--- src/rtl/trace_pkg.sv ---
// XLEN is fixed at 64 and the 8-bit port index field limits the stream to 256 commit ports
package trace_pkg;

  // ----------------------------
  // widths
  // ----------------------------
  localparam int unsigned XLEN       = 64;
  localparam int unsigned INSN_W     = 32;
  // top bit of the cause marks an interrupt
  localparam int unsigned CAUSE_W    = XLEN;
  localparam int unsigned PORT_IDX_W = 8;

  // ----------------------------
  // enums
  // ----------------------------
  // riscv privilege encoding with 2'b10 reserved
  typedef enum logic [1:0] {
    priv_u = 2'b00,
    priv_s = 2'b01,
    priv_m = 2'b11
  } priv_lvl_e;

  // mode letter shown in the trace record
  typedef enum logic [1:0] {
    mode_u = 2'b00,
    mode_s = 2'b01,
    mode_m = 2'b10,
    mode_d = 2'b11
  } trace_mode_e;

  // ----------------------------
  // structs
  // ----------------------------
  typedef struct packed {
    logic               valid;
    logic [CAUSE_W-1:0] cause;
    logic [XLEN-1:0]    tval;
  } exception_t;

  // one entry as handed over by the commit stage
  typedef struct packed {
    logic [XLEN-1:0]   pc;
    logic [INSN_W-1:0] insn;
    exception_t        ex;
  } commit_instr_t;

  typedef struct packed {
    logic               valid;
    logic               exception;
    logic               interrupt;
    logic [XLEN-1:0]    iaddr;
    logic [INSN_W-1:0]  insn;
    trace_mode_e        mode;
    logic [CAUSE_W-1:0] cause;
    logic [XLEN-1:0]    tval;
  } trace_port_t;

  // entry of the merged pc stream
  typedef struct packed {
    logic [XLEN-1:0]       pc;
    logic [PORT_IDX_W-1:0] port;
  } pc_trace_t;

endpackage

--- src/rtl/commit_classifier.sv ---
// Commit inputs are single-cycle strobes with no back-pressure; outputs lag the inputs by one edge
`timescale 1ns/10ps

module commit_classifier #(
  parameter int unsigned NrCommitPorts = 2
) (
  input  logic                                                clk_i,
  input  logic                                                rst_ni,
  input  trace_pkg::commit_instr_t [NrCommitPorts-1:0]        commit_instr_i,
  input  logic [NrCommitPorts-1:0]                            commit_ack_i,
  input  trace_pkg::priv_lvl_e                                priv_lvl_i,
  input  logic                                                debug_mode_i,
  output trace_pkg::trace_port_t [NrCommitPorts-1:0]          trace_o,
  output logic [NrCommitPorts-1:0]                            push_o,
  output logic [NrCommitPorts-1:0][trace_pkg::XLEN-1:0]       push_pc_o
);

  import trace_pkg::*;

  logic [NrCommitPorts-1:0] retire, excep, intr;
  trace_mode_e              cur_mode;

  // control state
  logic [NrCommitPorts-1:0] valid_q, excep_q, intr_q;

  // payload
  logic [NrCommitPorts-1:0][XLEN-1:0]    iaddr_q;
  logic [NrCommitPorts-1:0][INSN_W-1:0]  insn_q;
  logic [NrCommitPorts-1:0][CAUSE_W-1:0] cause_q;
  logic [NrCommitPorts-1:0][XLEN-1:0]    tval_q;
  trace_mode_e                           mode_q;

  // ----------------------------
  // classification
  // ----------------------------
  always_comb begin
    for (int unsigned p = 0; p < NrCommitPorts; p++) begin
      retire[p] = commit_ack_i[p] & ~commit_instr_i[p].ex.valid;
      // split on the interrupt bit of the cause
      excep[p]  = commit_ack_i[p] & commit_instr_i[p].ex.valid
                & ~commit_instr_i[p].ex.cause[CAUSE_W-1];
      intr[p]   = commit_ack_i[p] & commit_instr_i[p].ex.valid
                & commit_instr_i[p].ex.cause[CAUSE_W-1];
    end
  end

  // debug overrides the privilege level
  always_comb begin
    if (debug_mode_i) begin
      cur_mode = mode_d;
    end else begin
      case (priv_lvl_i)
        priv_u:  cur_mode = mode_u;
        priv_s:  cur_mode = mode_s;
        default: cur_mode = mode_m;
      endcase
    end
  end

  // ----------------------------
  // registers
  // ----------------------------
  always_ff @(posedge clk_i or negedge rst_ni) begin
    if (!rst_ni) begin
      valid_q <= '0;
      excep_q <= '0;
      intr_q  <= '0;
    end else begin
      valid_q <= retire;
      excep_q <= excep;
      intr_q  <= intr;
    end
  end

  always_ff @(posedge clk_i) begin
    mode_q <= cur_mode;
    for (int unsigned p = 0; p < NrCommitPorts; p++) begin
      iaddr_q[p] <= commit_instr_i[p].pc;
      insn_q[p]  <= commit_instr_i[p].insn;
      cause_q[p] <= commit_instr_i[p].ex.cause;
      tval_q[p]  <= commit_instr_i[p].ex.tval;
    end
  end

  // ----------------------------
  // outputs
  // ----------------------------
  always_comb begin
    for (int unsigned p = 0; p < NrCommitPorts; p++) begin
      trace_o[p].valid     = valid_q[p];
      trace_o[p].exception = excep_q[p];
      trace_o[p].interrupt = intr_q[p];
      trace_o[p].iaddr     = iaddr_q[p];
      trace_o[p].insn      = insn_q[p];
      trace_o[p].mode      = mode_q;
      trace_o[p].cause     = cause_q[p];
      trace_o[p].tval      = tval_q[p];
    end
  end

  // the retire strobe doubles as the queue push
  assign push_o    = valid_q;
  assign push_pc_o = iaddr_q;

endmodule

--- src/rtl/pc_queue.sv ---
// PcQueueDepth must be a power of two of at least 2; a push into a full queue is lost
`timescale 1ns/10ps

module pc_queue #(
  parameter int unsigned PcQueueDepth = 4
) (
  input  logic                       clk_i,
  input  logic                       rst_ni,
  input  logic                       push_i,
  input  logic                       pop_i,
  input  logic [trace_pkg::XLEN-1:0] data_i,
  output logic [trace_pkg::XLEN-1:0] data_o,
  output logic                       not_empty_o,
  output logic                       overflow_o
);

  import trace_pkg::*;

  localparam int unsigned    AddrW     = $clog2(PcQueueDepth);
  localparam logic [AddrW:0] FullCount = (AddrW + 1)'(PcQueueDepth);

  logic [XLEN-1:0]  mem_q [PcQueueDepth];
  logic [AddrW-1:0] rd_ptr_q, wr_ptr_q;
  logic [AddrW:0]   count_q;
  logic             overflow_q;

  logic full, push_ok, pop_ok, drop;

  assign full    = (count_q == FullCount);
  assign pop_ok  = pop_i & not_empty_o;
  // a simultaneous pop frees the slot
  assign push_ok = push_i & (~full | pop_ok);
  assign drop    = push_i & ~push_ok;

  // ----------------------------
  // pointers and fill count
  // ----------------------------
  always_ff @(posedge clk_i or negedge rst_ni) begin
    if (!rst_ni) begin
      rd_ptr_q   <= '0;
      wr_ptr_q   <= '0;
      count_q    <= '0;
      overflow_q <= 1'b0;
    end else begin
      if (push_ok) begin
        wr_ptr_q <= wr_ptr_q + AddrW'(1);
      end
      if (pop_ok) begin
        rd_ptr_q <= rd_ptr_q + AddrW'(1);
      end
      case ({push_ok, pop_ok})
        2'b10:   count_q <= count_q + 1'b1;
        2'b01:   count_q <= count_q - 1'b1;
        default: count_q <= count_q;
      endcase
      // sticky until reset
      if (drop) begin
        overflow_q <= 1'b1;
      end
    end
  end

  // storage
  always_ff @(posedge clk_i) begin
    if (push_ok) begin
      mem_q[wr_ptr_q] <= data_i;
    end
  end

  // head is read straight from the array
  assign data_o      = mem_q[rd_ptr_q];
  assign not_empty_o = (count_q != '0);
  assign overflow_o  = overflow_q;

endmodule

--- src/rtl/pc_rr_arbiter.sv ---
// Works for 1 to 8 ports; pops at most one queue per cycle and the stream has no ready
`timescale 1ns/10ps

module pc_rr_arbiter #(
  parameter int unsigned NrCommitPorts = 2
) (
  input  logic                                          clk_i,
  input  logic                                          rst_ni,
  input  logic [NrCommitPorts-1:0]                      not_empty_i,
  input  logic [NrCommitPorts-1:0][trace_pkg::XLEN-1:0] head_pc_i,
  output logic [NrCommitPorts-1:0]                      pop_o,
  output logic                                          pc_valid_o,
  output trace_pkg::pc_trace_t                          pc_trace_o
);

  import trace_pkg::*;

  localparam int unsigned IdxW    = (NrCommitPorts > 1) ? $clog2(NrCommitPorts) : 1;
  localparam logic [IdxW-1:0] LastIdx = IdxW'(NrCommitPorts - 1);

  logic [IdxW-1:0] rr_ptr_q, gnt_idx, ptr_next;
  logic            gnt_found;
  logic            pc_valid_q;
  pc_trace_t       pc_trace_q;

  // ----------------------------
  // search from the pointer
  // ----------------------------
  always_comb begin
    int unsigned cand;
    gnt_found = 1'b0;
    gnt_idx   = '0;
    pop_o     = '0;
    for (int unsigned k = 0; k < NrCommitPorts; k++) begin
      cand = int'(rr_ptr_q) + k;
      // wrap without a modulo
      if (cand >= NrCommitPorts) begin
        cand = cand - NrCommitPorts;
      end
      if (!gnt_found && not_empty_i[cand]) begin
        gnt_found   = 1'b1;
        gnt_idx     = IdxW'(cand);
        pop_o[cand] = 1'b1;
      end
    end
  end

  // pointer goes one past the winner
  assign ptr_next = (gnt_idx == LastIdx) ? '0 : gnt_idx + 1'b1;

  // ----------------------------
  // registers
  // ----------------------------
  always_ff @(posedge clk_i or negedge rst_ni) begin
    if (!rst_ni) begin
      rr_ptr_q   <= '0;
      pc_valid_q <= 1'b0;
    end else begin
      pc_valid_q <= gnt_found;
      if (gnt_found) begin
        rr_ptr_q <= ptr_next;
      end
    end
  end

  always_ff @(posedge clk_i) begin
    if (gnt_found) begin
      pc_trace_q.pc   <= head_pc_i[gnt_idx];
      pc_trace_q.port <= PORT_IDX_W'(gnt_idx);
    end
  end

  assign pc_valid_o = pc_valid_q;
  assign pc_trace_o = pc_trace_q;

endmodule

--- src/rtl/commit_trace_top.sv ---
// NrCommitPorts 1 to 8, PcQueueDepth a power of two; overflow_o marks queues that lost PCs
`timescale 1ns/10ps

module commit_trace_top #(
  parameter int unsigned NrCommitPorts = 2,
  parameter int unsigned PcQueueDepth  = 4
) (
  input  logic                                         clk_i,
  input  logic                                         rst_ni,
  // commit side
  input  trace_pkg::commit_instr_t [NrCommitPorts-1:0] commit_instr_i,
  input  logic [NrCommitPorts-1:0]                     commit_ack_i,
  input  trace_pkg::priv_lvl_e                         priv_lvl_i,
  input  logic                                         debug_mode_i,
  // trace side
  output trace_pkg::trace_port_t [NrCommitPorts-1:0]   trace_o,
  output logic                                         pc_valid_o,
  output trace_pkg::pc_trace_t                         pc_trace_o,
  output logic [NrCommitPorts-1:0]                     overflow_o
);

  import trace_pkg::*;

  // ----------------------------
  // classifier to queues
  // ----------------------------
  logic [NrCommitPorts-1:0]           push;
  logic [NrCommitPorts-1:0][XLEN-1:0] push_pc;

  // queues to arbiter
  logic [NrCommitPorts-1:0]           not_empty;
  logic [NrCommitPorts-1:0][XLEN-1:0] head_pc;
  logic [NrCommitPorts-1:0]           pop;

  commit_classifier #(
    .NrCommitPorts ( NrCommitPorts )
  ) commit_classifier_i (
    .clk_i          ( clk_i          ),
    .rst_ni         ( rst_ni         ),
    .commit_instr_i ( commit_instr_i ),
    .commit_ack_i   ( commit_ack_i   ),
    .priv_lvl_i     ( priv_lvl_i     ),
    .debug_mode_i   ( debug_mode_i   ),
    .trace_o        ( trace_o        ),
    .push_o         ( push           ),
    .push_pc_o      ( push_pc        )
  );

  // ----------------------------
  // one pc queue per port
  // ----------------------------
  for (genvar p = 0; p < NrCommitPorts; p++) begin : gen_pc_queue
    pc_queue #(
      .PcQueueDepth ( PcQueueDepth )
    ) pc_queue_i (
      .clk_i       ( clk_i         ),
      .rst_ni      ( rst_ni        ),
      .push_i      ( push[p]       ),
      .pop_i       ( pop[p]        ),
      .data_i      ( push_pc[p]    ),
      .data_o      ( head_pc[p]    ),
      .not_empty_o ( not_empty[p]  ),
      .overflow_o  ( overflow_o[p] )
    );
  end

  // single drain into the stream
  pc_rr_arbiter #(
    .NrCommitPorts ( NrCommitPorts )
  ) pc_rr_arbiter_i (
    .clk_i       ( clk_i      ),
    .rst_ni      ( rst_ni     ),
    .not_empty_i ( not_empty  ),
    .head_pc_i   ( head_pc    ),
    .pop_o       ( pop        ),
    .pc_valid_o  ( pc_valid_o ),
    .pc_trace_o  ( pc_trace_o )
  );

endmodule

--- config.mk ---
export PLATFORM = sky130hd
export DESIGN_NAME = commit_trace_top
export DESIGN_NICKNAME = d
export VERILOG_FILES = /design/src/rtl/trace_pkg.sv /design/src/rtl/commit_classifier.sv /design/src/rtl/pc_queue.sv /design/src/rtl/pc_rr_arbiter.sv /design/src/rtl/commit_trace_top.sv
export SDC_FILE = /design/constraint.sdc
export NUM_CORES = 1
export LEC_CHECK = 0
export BUFFER_PORTS_ARGS = -buffer_cell sky130_fd_sc_hd__buf_4
export CELL_PAD_IN_SITES_DETAIL_PLACEMENT = 1
export CELL_PAD_IN_SITES_GLOBAL_PLACEMENT = 1
export CORE_AREA = 2 2 384 386
export CTS_CLUSTER_SIZE = 30
export DETAILED_ROUTE_END_ITERATION = 10
export DIE_AREA = 0 0 386 388
export GPL_ROUTABILITY_DRIVEN = 0
export PLACE_DENSITY_LB_ADDON = 0.1
export SLEW_MARGIN = 20
export SYNTH_ARGS = -nofsm -noshare
export SYNTH_HDL_FRONTEND = slang
export SYNTH_SLANG_ARGS = --single-unit
--- constraint.sdc ---
create_clock -name clk_i -period 3.7 [get_ports clk_i]
set_clock_uncertainty 0.1 [all_clocks]
set_input_delay 0.185 -clock clk_i [delete_from_list [all_inputs] [get_ports clk_i]]
set_output_delay 0.185 -clock clk_i [all_outputs]
set_load 0.02 [all_outputs]
==> metrics <==
status completed; Worst-Skew Late Latency roughly 0.74 ns; Critical Path Start pc_rr_arbiter_i.rr_ptr_q; pwr/cell area 653.8 mW/mm^2; Iter 0 DRT Violations about 940; number of cells upsized or downsized after cts 0; post-route insts no fill 5389; Data arrival, critical path 3.20 ns; First-pass DRT Iterations 4; grt ovf 0; worst slew pin tran ~0.92 ns; CP peak stage delay 0.58 ns; initial antenna violation count between 60 and 70; HP Class primary input to flop; fin util 37.36%; Crit. End Element flop; Post-Syn Area 0.03159 sq mm; final hold viol count 0; Final TNS setup 0 ns; f_max 377.8 MHz; GRT Util Overall 19.28%; die width 386 microns; CP max-delay cell or4b_4; Post-Syn Area per Cell 22.98 sq um; critical path cell sequence or4b_4 > o21a_4 > inv_1 > ha_1 > inv_1 > fa_1 > xor2_1 > nor2_1 > xor2_1; Die Ht 388 microns; Worst R2R Start pc_rr_arbiter_i.rr_ptr_q; CTS clk-pin slew, worst paths 0.06 ns; core area 0.1452 sq mm; FP Rows 140; vias post-DR 21194; largest net degree at the start of global routing 67; IO Pins 990; max-slew violation count 0; Layout fillers 14638; total routed wirelength 146500 microns; peak supply drop 0.6331 mV; largest cells by area after synthesis edfxtp_1, dfxtp_1, mux4_2; hold path start commit_instr_i[386]; top cell type's share of synthesized area 54.85%; critical path type flop to flop; ys async rst share ~2.3%; post-synthesis cell count between 1000 and 1500; first-pass GRT wire length between 150000 and 200000 microns; # placed instances 4265; CTS Root Cell clkbuf_16; top-count cell post-synth edfxtp_1; Area after DPL between 0.04 and 0.05 sq mm; post-synth top area cell edfxtp_1; Worst setup SP type flop; number of global-route vias before repair 23580; clk sinks around 1100; minimum clock period around 2.6 ns; CTS tree done; Rel. slew slack 38.64%; Syn. warnings 0; die area about 0.15 sq mm; Finished Cell Area approximately 0.054 sq mm; Synth Flop Type edfxtp_1; Layout area overhead 71.74%; Vias/cell 3.933; H-tree level count 3; Crit Path Max Fanout 7; CTS Hold Bufs 863; #FFs+latches synth roughly 1100; Inserted Clock Buffers 120; total power 35.47 mW; ANT nets after route 0; Finish-stage setup viols 0; total of max-cap violations 0; Netlist cell types 35; Final #Nets about 3800; Max clock buf depth 3; largest delay contributor family on the critical path simple AND/OR/NAND/NOR gates; HPWL Detailed 110600 microns; DR WL/cell 27.19 microns; DRC 0; RSZ-0062 raised after global routing no; Seq/Total Area, Yosys 85.26%; layout cell share with drive strength beyond 1 approximately 41%; Leakage 21.49 nW; Post-CTS Setup Bufs 0; Final Cycle Share 71.54%; Post-synth EDFFs 577; Worst Path Required 4.25 ns; CP Buf/Inv Count 2; input/output buffers 982; Starting Density a little over a fifth; commonest cells in the netlist edfxtp_1, dfxtp_1, mux4_2
-- cell type report --
| cell class | count | area [sq um] | area share [%] |
|---|---|---|---|
| sequential | 1051 | 26950 | 49.67 |
| timing repair buffer | 1878 | 16420 | 30.26 |
| multi-input combinational | 266 | 4340 | 8.000 |
| clock buffer | 160 | 3317 | 6.114 |
| tap | 1917 | 2399 | 4.421 |
| clock inverter | 63 | 674.4 | 1.243 |
| antenna | 38 | 95.09 | 0.1753 |
| inverter | 16 | 60.06 | 0.1107 |
-- registers in the layout, indices dropped and copies added, names as in the netlist, 4 cells and up --
register / count
gen_pc_queue.pc_queue_i.mem_q: 512
gen_pc_queue.pc_queue_i.count_q: 6
gen_pc_queue.pc_queue_i.wr_ptr_q: 4
gen_pc_queue.pc_queue_i.rd_ptr_q: 4
commit_classifier_i.push_pc_o: 128
pc_rr_arbiter_i.pc_trace_o: 65
commit_classifier_i.trace_o: 320
-- stage by stage --
step | setup WS [ns] | hold slack, ns
final | 1.053 | 0.05426
after global routing | 0.8930 | 0.01363
after CTS | 1.004 | 0.002029
after global placement | 1.031 | 0.08568
after floorplan | 0.5492 | -0.2106
after detailed placement | 1.041 | 0.08430
-- logic make-up (layout without fill, tap and decap cells) --
| group | count (synthesis) | count (layout) | share of synthesized area [%] |
|---|---|---|---|
| flops | 1051 | 1051 | 85.26 |
| compound gates | 11 | 11 | 0.3129 |
| simple gates | 29 | 29 | 0.5347 |
| other cells | 1 | 45 | 0.01187 |
| buf+inv | 64 | 2117 | 1.180 |
| fa+ha+maj | 12 | 12 | 0.5228 |
| mux | 195 | 195 | 11.84 |
| xor+xnor | 12 | 12 | 0.3327 |
-- layout by cell type (no fill, tap or decap), types with 3 or more instances in the layout --
cell and n:
clkinvlp_4 3, xor2_1 6, conb_1 7, buf_4 1003
diode_2 38, ha_1 10, nand2_1 3, inv_1 16
dfrtp_4 4, mux2_2 38, edfxtp_1 577, nor2_1 8
mux2_4 28, clkbuf_1 27, a21o_1 3, buf_12 13
dfrtp_1 20, mux4_2 128, bufinv_16 11, dfxtp_1 450
dlygate4sd3_1 862, clkbuf_8 10, clkinv_1 13, xnor2_1 6
clkbuf_16 123, clkinv_2 27, and2_4 8
-- per-layer routing --
metal  global-route usage (%)  vias to the layer above  wire (microns)
met2                    32.70                      693           72380
met3                    5.647                      211            9548
met4                    4.620                       44            3407
met1                    23.95                    11000           60900
met5                        0                        -             279
li1                         -                     9246               -
-- report_power, final --
part	internal (mW)	total (mW)	switching (mW)
combinational	4.31	8.11	3.80
sequential	14.0	15.3	1.28
clock	7.05	12.1	5.04
total	25.4	35.5	10.1
-- worst paths after layout --
check                                                    endpoint  slack [ns]  depth (start not counted)
min in group asynchronous           commit_classifier_i.push_o[1]        0.45                          4
max                         gen_pc_queue[1].pc_queue_i.count_q[2]        1.05                          9
max in group asynchronous  gen_pc_queue[0].pc_queue_i.rd_ptr_q[0]        2.79                          4
min reg2reg                 gen_pc_queue[1].pc_queue_i.overflow_o        0.38                          1
max reg2reg                 gen_pc_queue[1].pc_queue_i.count_q[2]        1.05                          9
min                             commit_classifier_i.push_pc_o[64]        0.05                          2
Note: power is estimated with default switching activity, not from simulation.
